## config.mk

```make
export PLATFORM = sky130hd
export DESIGN_NAME = load_align
export DESIGN_NICKNAME = d
export VERILOG_FILES = /design/src/source/lsu_pkg.sv /design/src/source/load_align.sv
export VERILOG_INCLUDE_DIRS = /design/src /design/src/source
export SDC_FILE = /design/constraint.sdc
export NUM_CORES = 1
export LEC_CHECK = 0
export ABC_AREA = 1
export BUFFER_PORTS_ARGS = -buffer_cell sky130_fd_sc_hd__clkbuf_2
export CORE_UTILIZATION = 37
export DETAILED_ROUTE_END_ITERATION = 10
export PLACE_DENSITY = 0.86
export REMOVE_ABC_BUFFERS = 1
export SLEW_MARGIN = 40
export SYNTH_ARGS = -nofsm -noshare
export SYNTH_HDL_FRONTEND = slang
export SYNTH_SLANG_ARGS = --single-unit
```

## constraint.sdc

```tcl
create_clock -name vclk -period 0.85
set_input_delay 0.085 -clock vclk [all_inputs]
set_output_delay 0.085 -clock vclk [all_outputs]
set_load 0.05 [all_outputs]
```

## src/source/lsu_consts.svh

```systemverilog
/*
 * Shared constants for the load/store unit and its data RAM
 * Data and address width, RAM depth and index width,
 * and the default for store response checking
 */
`ifndef LSU_CONSTS_SVH
`define LSU_CONSTS_SVH

// Data and address width of the core bus
`define LSU_XLEN 32

// Data RAM depth in words
// Word addresses at or above this answer with an error
`define LSU_RAM_WORDS 256

// Index width into the data RAM
`define LSU_RAM_AW 8

// Check write responses for access faults
`define LSU_WR_RESP 1

`endif

```

## src/source/lsu_pkg.sv

```systemverilog
/*
 * Types shared by the load/store unit, load aligner and data RAM
 * Memory operation, access width and bus response enums,
 * plus the bus data word union with byte and half views
 */
`include "lsu_consts.svh"

package lsu_pkg;

  // Memory operation from the execute stage
  typedef enum logic [1:0] {
    NO_LSU    = 2'b00,
    LSU_LOAD  = 2'b01,
    LSU_STORE = 2'b10
  } lsu_op_e;

  // Access width, encoded like funct3 of loads and stores
  typedef enum logic [2:0] {
    LSU_B  = 3'b000,
    LSU_H  = 3'b001,
    LSU_W  = 3'b010,
    LSU_BU = 3'b100,
    LSU_HU = 3'b101
  } lsu_width_e;

  // Core bus response
  typedef enum logic [1:0] {
    CB_OKAY  = 2'b00,
    CB_ERROR = 2'b10
  } cb_resp_e;

  // One bus word, seen as bytes or as halves
  typedef union packed {
    logic [`LSU_XLEN/8-1:0][7:0]   bytes;
    logic [`LSU_XLEN/16-1:0][15:0] halves;
  } cb_word_u;

endpackage

```

## src/source/load_align.sv

```systemverilog
/*
 * Load aligner
 * Picks the loaded byte, half or word out of the bus word
 * and sign- or zero-extends it for write-back
 */
`timescale 1ns/1ns
`include "lsu_consts.svh"

module load_align (
  input  logic                  rd_valid_i,
  input  logic [`LSU_XLEN-1:0]  rd_data_i,
  input  lsu_pkg::lsu_op_e      wb_op_i,
  input  lsu_pkg::lsu_width_e   wb_width_i,
  input  logic [1:0]            wb_addr_lo_i,
  output logic                  wb_valid_o,
  output logic [`LSU_XLEN-1:0]  wb_data_o
);

  lsu_pkg::cb_word_u word;
  logic [7:0]        sel_byte;
  logic [15:0]       sel_half;

  assign word     = lsu_pkg::cb_word_u'(rd_data_i);
  assign sel_byte = word.bytes[wb_addr_lo_i];
  // Half select ignores bit 0, a straddling half is truncated
  assign sel_half = word.halves[wb_addr_lo_i[1]];

  always_comb begin
    case (wb_width_i)
      lsu_pkg::LSU_B: begin
        wb_data_o = {{(`LSU_XLEN-8){sel_byte[7]}}, sel_byte};
      end
      lsu_pkg::LSU_BU: begin
        wb_data_o = {{(`LSU_XLEN-8){1'b0}}, sel_byte};
      end
      lsu_pkg::LSU_H: begin
        wb_data_o = {{(`LSU_XLEN-16){sel_half[15]}}, sel_half};
      end
      lsu_pkg::LSU_HU: begin
        wb_data_o = {{(`LSU_XLEN-16){1'b0}}, sel_half};
      end
      default: begin
        wb_data_o = word;
      end
    endcase
  end

  // Read data only retires a load
  assign wb_valid_o = rd_valid_i && (wb_op_i == lsu_pkg::LSU_LOAD);

endmodule

```

==> flow_summary.ini, run 1 <==
[status]
status = did not finish
haltStage = 5_1_grt
error = [ERROR DPL-0038] Utilization greater than 100%, impossible to legalize

[floorplan]
die_w_um = 50.9
die_h_um = 50.9
row_count = 17
initial_core_util = 0.396
boundaryPins = 73

[synth]
syn_inst = 163
ys_seq_area_frac = 0
avgSynthCellArea_um2 = 5.42
ys_types = 23
yosysWarnings = 0
synth_area_um2 = 883

[grt]
grt_max_degree = 19

[sta]
grt_repair_worst_endpoint = wb_data_o[6]
endpoint_type = primary output

[place]
gp_congestion = 0.861
numPortBuffers = 73
dp_hpwl_um = 2440
## cell families after synthesis
logic type / share of synthesized area
buffers and inverters: 0.170
AOI/OAI and AO/OA: 0.0737
and+or+nand+nor: 0.756
## cell usage after synthesis
library cell,n,area (µm²)
nor2_1,5,18.8
nand3_1,33,165
nand3_2,14,140
o21ai_1,1,5.00
nand2_1,56,210
a21o_1,1,7.51
buf_8,1,15.0
nor3_1,1,5.00
o21ai_0,6,30.0
and2_4,1,8.76
buf_4,2,15.0
nor2_2,4,25.0
nand2_2,2,12.5
nor3_2,1,10.0
nand2_4,2,22.5
o211ai_1,3,22.5
inv_2,5,18.8
or2_2,6,37.5
or2_1,2,12.5
buf_6,4,45.0
inv_4,1,6.26
inv_1,8,30.0
buf_2,4,20.0
## per-stage QoR
stage | setup WS (ps) | instances | setup TNS [ps] | hold WS, ps | cell area, µm²
3_3_place_gp | -386 | 274 | -10540 | 496 | 1470
3_5_place_dp | -403 | 274 | -10990 | 504 | 1470
4_1_cts | -250 | 278 | -6920 | 504 | 2020
2_1_floorplan | -289 | 152 | -6110 | 346 | 788
## repair_timing
| item | CTS |
|---|---|
| setup buffers | 4 |
| endpoints found under the setup margin | 32 |
| hold buffers | 0 |
| pin swaps | 16 |
| resized for setup | 112 |
==> run 2: changes to the inputs <==
CORE_AREA = 2 2 63 65   (was unset)
CORE_UTILIZATION = unset   (was 37)
DIE_AREA = 0 0 65 67   (was unset)
PLACE_DENSITY = unset   (was 0.86)
PLACE_DENSITY_LB_ADDON = 0.15   (was unset)
clock period = 1.1 ns   (was 0.85 ns; I/O delays follow)
==> run 2 against run 1 <==
The flow now finishes, with violations (setup timing); synthesized cell count unchanged; synthesized area is the same.
==> flow_summary.ini, run 2 <==
[final_layout]
area_growth_syn_to_layout_pct = 159
layout.cells.non_filler = 303
antenna_cells = 0
seq_cells = 0
mostFrequentLayoutCell = nand2_1
n_clock_buffer = 0
layout_common_cells = 47 x nand2_1, 36 x clkbuf_2, 28 x nand3_2
n_fill_cell = 315
drive_gt1_frac = 0.698
final_core_util = 0.634
nets = 297
regArea_um2 = 0

[floorplan]
boundaryPins = 73
row_count = 22
initial_core_util = 0.245
die_w_um = 65
core_um2 = 3610
die_h_um = 67
die-area_um2 = 4360

[worst_setup_path]
worstPathMaxFanout = 8
cp.required_ps = 990
crit_arrival_ps = 1100
crit_type = input pin to primary output
crit_slowest_cell = buf_8
critPathMaxStageDelay_ps = 150
critPathLaunchType = input pin
path_cells = clkbuf_16 > clkinv_8 > nand2_4 > nand3_4 > nand2_4 > nand2_8 > buf_12 > buf_12 > nand3_2 > buf_8
crit_path_end_kind = primary output

[grt]
antenna_found_initial = 0
grt_pass1_wl_um = 6510
track_usage = 0.187
overflow = 0
grt_pass1_vias = 1423
grt_max_degree = 17

[detailed_routing]
first_pass_iters = 4
wl_per_cell_um = 14.4
finalWirelength_um = 4380
vias_per_cell = 4.89
num_vias = 1482
drt-initial-drc-count = 46
postRouteAntennaNets = 0
drc_errors = 0

[sta]
max_slew.worst_pin.slew_ps = 277
max_freq_ghz = 0.829
min_period_ps = 1210
rsz0062_at_grt = yes
report.final.hold_viol_count = 0
layout_setup_ws_ps = -106
whs_ps = 552
finalCritPeriodShare = 1.10
slew_headroom = 0.816
slew_violations = 0
setup_viol_count_final = 28

[place]
gp_congestion = 0.853
numPortBuffers = 73
pre_cts_ws_ps = -189
dp_hpwl_um = 2830
dp.cells = 294

[status]
violations = setup timing
status = finished with violations

[run]
maxCapViolations = 0

[synth]
syn_inst = 163
yosys.area.top_type_share = 0.238
ys_types = 23
ys_seq_area_frac = 0
netlist_top_cells_count = 56 x nand2_1, 33 x nand3_1, 14 x nand3_2, 8 x inv_1
synth.most_common_cell = nand2_1
synth_area_um2 = 883
yosysWarnings = 0
yosys-top-cells-area = nand2_1 24%, nand3_1 19%, nand3_2 16%
yosys.area.top_type = nand2_1
avgSynthCellArea_um2 = 5.42

[pwr]
vdd_drop_max_mv = 0.351
p_leak_uw = 0.00123
power_uw = 1490
p_per_area_nw_per_um2 = 652

[min_path]
hold_class = input pin to primary output
run 2: cell counts after synthesis:
No cell type changed its count.
run 2: per-stage QoR:
step | setup TNS (ps) | instance area (µm²)
4_1_cts | -2250 | 2080
6_report | -2070 | 2290
3_5_place_dp | -4810 | 1530
3_3_place_gp | -5190 | 1530
5_1_grt | -3230 | 2290
2_1_floorplan | -890 | 788
run 2: power breakdown:
group	internal, µW	switching (µW)
logic	653	838
clock network	0	0
registers	0	0
run 2: logic make-up (layout without fill, tap and decap cells):
family / Yosys count / in the layout / share of synthesized area
compound gates: 11 / 11 / 0.0737
simple gates: 127 / 128 / 0.756
buf+inv: 25 / 116 / 0.170
run 2: area by class of cell:
| type | count | area (µm²) | share of cell area |
|---|---|---|---|
| Timing Repair Buffer | 102 | 1100 | 0.479 |
| Multi-Input combinational cell | 139 | 1060 | 0.463 |
| Inverter | 14 | 72.6 | 0.0317 |
| Tap cell | 48 | 60.1 | 0.0263 |
run 2: critical path, delay by kind of cell:
kind / cells / cell delay, ps
AND/OR/NAND/NOR: 5 / 360
buffers and inverters: 5 / 610
run 2: path summary, 6_finish.rpt:
path            start            end  cells past startpoint
max   wb_addr_lo_i[1]  wb_data_o[27]                     10
min        wb_op_i[1]     wb_valid_o                      3
run 2: layer usage:
metal,vias to the layer above,share of wire,GRT usage
met5,-,0,0
li1,719,-,-
met3,4,0.082,0.0270
met2,71,0.51,0.357
met1,688,0.39,0.230
met4,0,0.012,0.00532
run 2: repair_timing:
action,CTS,global route
gates cloned,1,1
gates resized for setup,108,62
hold buffers,0,0
endpoints found under the setup margin,32,32
pin swaps,10,21
buffers inserted,5,3
No activity file was read; power rests on OpenSTA's default activity.
