### src/source/lsu_consts.svh
/*
 * Shared constants for the load/store unit and its data RAM
 * Data and address width, RAM depth and index width,
 * and the default for store response checking
 */
`ifndef LSU_CONSTS_SVH
`define LSU_CONSTS_SVH

// Data and address width of the core bus
`define LSU_XLEN 32

// Data RAM depth in words
// Word addresses at or above this answer with an error
`define LSU_RAM_WORDS 256

// Index width into the data RAM
`define LSU_RAM_AW 8

// Check write responses for access faults
`define LSU_WR_RESP 1

`endif

### src/source/lsu_pkg.sv
/*
 * Types shared by the load/store unit, load aligner and data RAM
 * Memory operation, access width and bus response enums,
 * plus the bus data word union with byte and half views
 */
`include "lsu_consts.svh"

package lsu_pkg;

  // Memory operation from the execute stage
  typedef enum logic [1:0] {
    NO_LSU    = 2'b00,
    LSU_LOAD  = 2'b01,
    LSU_STORE = 2'b10
  } lsu_op_e;

  // Access width, encoded like funct3 of loads and stores
  typedef enum logic [2:0] {
    LSU_B  = 3'b000,
    LSU_H  = 3'b001,
    LSU_W  = 3'b010,
    LSU_BU = 3'b100,
    LSU_HU = 3'b101
  } lsu_width_e;

  // Core bus response
  typedef enum logic [1:0] {
    CB_OKAY  = 2'b00,
    CB_ERROR = 2'b10
  } cb_resp_e;

  // One bus word, seen as bytes or as halves
  typedef union packed {
    logic [`LSU_XLEN/8-1:0][7:0]   bytes;
    logic [`LSU_XLEN/16-1:0][15:0] halves;
  } cb_word_u;

endpackage

### src/source/lsu.sv
/*
 * Load/store unit
 * Splits each memory operation into an address and a data phase,
 * holds the address stable while the bus stalls, back-pressures
 * the execute stage and raises access-fault pulses
 */
`timescale 1ns/1ns
`include "lsu_consts.svh"

module lsu #(
  parameter int SUPPORT_WR_RESP = `LSU_WR_RESP
) (
  input  logic                  clk,
  input  logic                  reset_i,
  // Execute stage request
  input  lsu_pkg::lsu_op_e      op_i,
  input  lsu_pkg::lsu_width_e   width_i,
  input  logic [`LSU_XLEN-1:0]  addr_i,
  input  logic [`LSU_XLEN-1:0]  wdata_i,
  output logic                  bp_o,
  // Data phase info for write-back
  output lsu_pkg::lsu_op_e      wb_op_o,
  output lsu_pkg::lsu_width_e   wb_width_o,
  output logic [1:0]            wb_addr_lo_o,
  // Core bus read channels
  output logic [`LSU_XLEN-1:0]  rd_addr_o,
  output logic                  rd_addr_valid_o,
  input  logic                  rd_addr_ready_i,
  input  logic                  rd_valid_i,
  input  lsu_pkg::cb_resp_e     rd_resp_i,
  // Core bus write channels
  output logic [`LSU_XLEN-1:0]  wr_addr_o,
  output logic                  wr_addr_valid_o,
  input  logic                  wr_addr_ready_i,
  output logic [`LSU_XLEN-1:0]  wr_data_o,
  output logic [`LSU_XLEN/8-1:0] wr_strobe_o,
  output logic                  wr_data_valid_o,
  input  logic                  wr_data_ready_i,
  input  logic                  wr_resp_valid_i,
  input  lsu_pkg::cb_resp_e     wr_resp_i,
  // Access faults
  output logic                  trap_ld_o,
  output logic                  trap_st_o
);

  localparam int NB = `LSU_XLEN / 8;

  // Data phase copy of the operation
  lsu_pkg::lsu_op_e     dp_op_q;
  lsu_pkg::lsu_width_e  dp_width_q;
  logic [1:0]           dp_addr_lo_q;
  logic [`LSU_XLEN-1:0] dp_wdata_q;
  logic                 dp_done_q;
  logic                 dp_done_d;

  // Address held while the address channel stalls
  logic                 lock_q;
  logic                 lock_d;
  logic [`LSU_XLEN-1:0] locked_addr_q;
  logic [`LSU_XLEN-1:0] req_addr;

  logic                 ap_rd;
  logic                 ap_wr;
  logic                 dp_rd;
  logic                 dp_wr;
  logic                 bp_addr;
  logic                 bp_data;
  logic [`LSU_XLEN-1:0] wdata_shift;

  // Byte lanes touched by a store, before truncation to the word
  function automatic logic [NB-1:0] byte_mask(input lsu_pkg::lsu_width_e width,
                                              input logic [1:0] lo);
    logic [NB-1:0] mask;
    case (width)
      lsu_pkg::LSU_B, lsu_pkg::LSU_BU: mask = NB'(1);
      lsu_pkg::LSU_H, lsu_pkg::LSU_HU: mask = NB'(3);
      default:                         mask = '1;
    endcase
    return mask << lo;
  endfunction

  assign ap_rd = (op_i == lsu_pkg::LSU_LOAD);
  assign ap_wr = (op_i == lsu_pkg::LSU_STORE);
  assign dp_rd = (dp_op_q == lsu_pkg::LSU_LOAD);
  assign dp_wr = (dp_op_q == lsu_pkg::LSU_STORE);

  // Data phase stalls until its transfer, then stays done
  always_comb begin
    bp_data = 1'b0;
    if ((dp_rd || dp_wr) && !dp_done_q) begin
      bp_data = dp_rd ? !rd_valid_i : !wr_data_ready_i;
    end
  end

  // Store data lanes
  assign wr_strobe_o     = byte_mask(dp_width_q, dp_addr_lo_q);
  assign wdata_shift     = dp_wdata_q << {dp_addr_lo_q, 3'b000};
  assign wr_data_valid_o = dp_wr && !dp_done_q;

  always_comb begin
    for (int b = 0; b < NB; b++) begin
      wr_data_o[b*8 +: 8] = wr_strobe_o[b] ? wdata_shift[b*8 +: 8] : 8'h00;
    end
  end

  // Address phase
  // The next address waits for the data phase, whose result may feed it
  assign req_addr        = lock_q ? locked_addr_q : addr_i;
  assign rd_addr_o       = {req_addr[`LSU_XLEN-1:2], 2'b00};
  assign wr_addr_o       = {req_addr[`LSU_XLEN-1:2], 2'b00};
  assign rd_addr_valid_o = ap_rd && !bp_data;
  assign wr_addr_valid_o = ap_wr && !bp_data;

  assign bp_addr = (ap_rd && !rd_addr_ready_i) || (ap_wr && !wr_addr_ready_i);
  assign bp_o    = bp_addr || bp_data;

  // Lock once a raised valid meets a low ready
  assign lock_d    = (rd_addr_valid_o && !rd_addr_ready_i) ||
                     (wr_addr_valid_o && !wr_addr_ready_i);
  // Data phase finished while the next address is still stalled
  assign dp_done_d = bp_o && !bp_data && (dp_rd || dp_wr);

  always_ff @(posedge clk) begin
    if (reset_i) begin
      dp_op_q   <= lsu_pkg::NO_LSU;
      dp_done_q <= 1'b0;
      lock_q    <= 1'b0;
    end else begin
      dp_done_q <= dp_done_d;
      lock_q    <= lock_d;
      if (!bp_o) begin
        dp_op_q <= op_i;
      end
    end
  end

  always_ff @(posedge clk) begin
    if (!lock_q) begin
      locked_addr_q <= addr_i;
    end
    if (!bp_o) begin
      dp_width_q   <= width_i;
      dp_addr_lo_q <= req_addr[1:0];
      dp_wdata_q   <= wdata_i;
    end
  end

  assign wb_op_o      = dp_op_q;
  assign wb_width_o   = dp_width_q;
  assign wb_addr_lo_o = dp_addr_lo_q;

  // Access-fault pulses on an error response
  assign trap_ld_o = rd_valid_i && (rd_resp_i != lsu_pkg::CB_OKAY);
  assign trap_st_o = (SUPPORT_WR_RESP == 1) && wr_resp_valid_i &&
                     (wr_resp_i != lsu_pkg::CB_OKAY);

endmodule

### config.mk
export PLATFORM = sky130hd
export DESIGN_NAME = lsu
export DESIGN_NICKNAME = d
export VERILOG_FILES = /design/src/source/lsu_pkg.sv /design/src/source/lsu.sv
export VERILOG_INCLUDE_DIRS = /design/src /design/src/source
export SDC_FILE = /design/constraint.sdc
export NUM_CORES = 1
export LEC_CHECK = 0
export ABC_AREA = 1
export BUFFER_PORTS_ARGS = -buffer_cell sky130_fd_sc_hd__buf_2
export CORE_ASPECT_RATIO = 1.75
export CORE_MARGIN = 4
export CORE_UTILIZATION = 49
export CTS_CLUSTER_DIAMETER = 120
export DETAILED_ROUTE_END_ITERATION = 10
export GPL_TIMING_DRIVEN = 0
export PLACE_DENSITY = 0.89
export SLEW_MARGIN = 20
export SYNTH_ARGS = -nofsm -noshare
export SYNTH_HDL_FRONTEND = slang
export SYNTH_SLANG_ARGS = --single-unit
export TNS_END_PERCENT = 100
### constraint.sdc
create_clock -name clk -period 4.45 [get_ports clk]
set_input_delay 0.2225 -clock clk [delete_from_list [all_inputs] [get_ports clk]]
set_output_delay 0.2225 -clock clk [all_outputs]
set_load 0.01 [all_outputs]
==> summary.txt <==
Die
  • Core area: approximately 7300 sq um
  • I/O pins: 193
  • Initial Utilization: roughly half
  • Die width: roughly 74 um
  • Die height: 123 um
  • Full die area: 9030 sq um
  • Rows: 41

Power
  • Clock power frac: 32.5%
  • Combinational share of power: 30.2%
  • Pint: 0.00161 W
  • Sw power: 0.000659 W
  • LEAKAGE: 2.61 nW
  • Worst VDD drop: 0.289 mV
  • Pwr dens: 445 nW/um^2
  • Sw frac: between 20% and 30%
  • Share of power burned in registers: a little under two fifths

Place
  • Placed Area: 4780 sq um
  • Buffers on Ports: 188
  • Hpwl dp: 7910 um
  • Pre-CTS setup slack: 2.49 ns
  • GP Congestion: 0.989

Drt
  • Drt pass-1 iters: 4
  • Initial DRC Count: 59
  • DR vias: 3085
  • Avg WL per Cell: 14.4 um
  • Remaining DRCs: 0
  • Antenna-violating nets left: 0
  • Vias per cell: ~4.7
  • Routed WL: around 9400 um

Clock tree
  • Post-CTS setup buffer count: 0
  • Clock Latency Late Sink: 0.33 ns
  • Clock tree buffer depth: 2
  • Clk sinks: 73
  • Post-CTS sizing: 0
  • CTS Hold Bufs: 0
  • Root Driver: clkbuf_16
  • CTS tree: yes
  • CTS buffer count: 9
  • CTS H-Tree Depth: 3
  • Worst-path clk slew: 0.06 ns

Yosys
  • Sequential-to-total area share from yosys stat: approximately half
  • Synth warn: 0
  • Synthesized instance count: 361
  • Cell Area, Synth: 3690 sq um
  • FF+latch count, synth: 73
  • Syn avg cell area: 10.2 sq um
  • Cell variety after synth: 30

Timing
  • Peak Freq: 453 MHz
  • Relative slew slack: 56.0%
  • Final worst clock skew: 0.00427 ns
  • Final Cycle Share: 49.6%
  • Worst slew pin tran: 0.658 ns
  • Final setup margin: 2.24 ns
  • Fin. Hold Viols: 0
  • Unrepaired setup endpoints after global routing: no
  • Max-slew violations: 0
  • Minimum clock period: 2.21 ns
  • Final setup violation count: 0
  • Sum Neg Setup Slack: 0 ns

Finish
  • Most frequent cells in the layout: 191 x buf_2, 66 x buf_4, 42 x nor2_1
  • Inserted Diodes: 0
  • Nets: 646
  • Layout cells sized above 1: between 50% and 60%
  • Design area: 5090 sq um
  • Utilization after layout: 69.9%
  • Layout area overhead: 38.0%
  • Most common cell after layout, fill and taps aside: buf_2

Min path
  • Worst min path class: in2reg

Worst setup path
  • Critical Path Start Type: register
  • Worst path top cell family by delay: simple AND/OR/NAND/NOR gates
  • Worst Path Required: 4.23 ns
  • Arrival time at the worst endpoint: just under 2 ns
  • Cell at the slowest stage of the critical path: nor2_4
  • Worst Path Buf+Inv: 3
  • Max incr delay on CP: 0.53 ns
  • Crit. End Element: output pin
  • Crit-path max FO: 22
  • Crit path cell chain: inv_1, ha_1, nor2_1, nand2_1, nor2_1, nor2_4, inv_1, buf_2
  • Setup CP Type: reg2out

Global routing
  • Initial antenna violation count: 0
  • GRT Overall Usage: 21.0%
  • First-pass GRT wire length: 14300 um
  • Vias in the first global route: 3160
  • Largest net degree at the start of global routing: 23
  • Gr ovfl total: 0

Job
  • Max_cap viols: 0

Outcome
  • Outcome: finished clean
registers in the layout, indices dropped and copies added (netlist names):
signal,cells
lock_q,1
dp_done_q,1
wb_addr_lo_o,2
dp_wdata_q,32
wb_op_o,2
locked_addr_q,32
wb_width_o,3
cells in the mapped netlist:
master	instances	area, sq um
nor2_2	2	12.5
o211ai_1	3	22.5
inv_2	4	15.0
buf_4	66	495
nor3_1	1	5.00
nand2_2	2	12.5
ha_1	2	25.0
mux2_1	26	293
nor3_2	2	20.0
edfxtp_1	37	1110
conb_1	1	3.75
buf_2	3	15.0
o21a_1	9	67.6
a21oi_1	15	75.1
or2_1	7	43.8
buf_6	9	101
nand2_1	28	105
inv_4	1	6.26
nand4_1	2	12.5
o21ai_1	8	40.0
nor2_1	42	158
a21oi_2	1	8.76
o21ai_2	1	8.76
o21ai_0	1	5.00
o211ai_2	4	50.1
mux2_2	6	67.6
inv_1	29	109
nand3b_2	2	22.5
nand3_1	11	55.1
dfxtp_1	36	721
metal layers:
layer	vias up	GRT usage [%]	wire length [um]
li1	1521	-	-
met1	1384	17.9	2940
met2	158	39.8	5260
met3	22	7.79	979
met4	0	11.6	266
met5	-	0	0
stage by stage:
stage          hold WS [ns]  total power, W  instances
5_1_grt              0.0570         0.00239        655
4_1_cts              0.0605         0.00229        655
2_1_floorplan         0.295         0.00129        364
3_5_place_dp          0.401         0.00155        639
3_3_place_gp          0.400         0.00152        638
6_report             0.0701         0.00227        655
final timing paths:
kind / cells past startpoint / from / slack, ns / to
worst max-delay path: 8 / wb_op_o[0] / 2.24 / bp_o
worst max register to register: 7 / wb_op_o[0] / 2.50 / dp_wdata_q[23]
worst min register to register: 1 / locked_addr_q[0] / 0.47 / locked_addr_q[0]
worst min-delay path: 1 / width_i[2] / 0.07 / wb_width_o[2]
logic make-up after synthesis:
logic type / count (synthesis) / share of synthesized area, %
adder cells (fa/ha/maj): 2 / 0.679
other: 1 / 0.102
multiplexers: 32 / 9.77
buffers and inverters: 112 / 20.1
flip-flops: 73 / 49.7
AO/OA/AOI/OAI: 42 / 7.53
AND/OR/NAND/NOR: 99 / 12.1
power by group through the flow:
stage	Combinational, W	Clock, W	Sequential, W
after floorplan	0.000431	0	0.000855
after global placement	0.000657	0	0.000859
after detailed placement	0.000686	0	0.000860
after CTS	0.000690	0.000751	0.000847
after global routing	0.000750	0.000783	0.000854
final	0.000684	0.000735	0.000847
worst reg2reg max path, stage by stage (launching register included):
cell	delay, ns
dfxtp_1	0.37
inv_1	0.06
ha_1	0.29
nor2_1	0.05
nand2_1	0.05
nor2_1	0.06
nor2_4	0.53
buf_16	0.24
area by class of cell:
cell class | count | area [sq um]
fill | 558 | 2190
sequential | 73 | 1830
multi-input combinational | 179 | 1130
timing repair buffer | 189 | 968
buffer | 78 | 612
clock buffer | 9 | 225
inverter | 34 | 130
tap | 86 | 108
clock inverter | 7 | 85.1
Power figures use the tool's default switching activity.
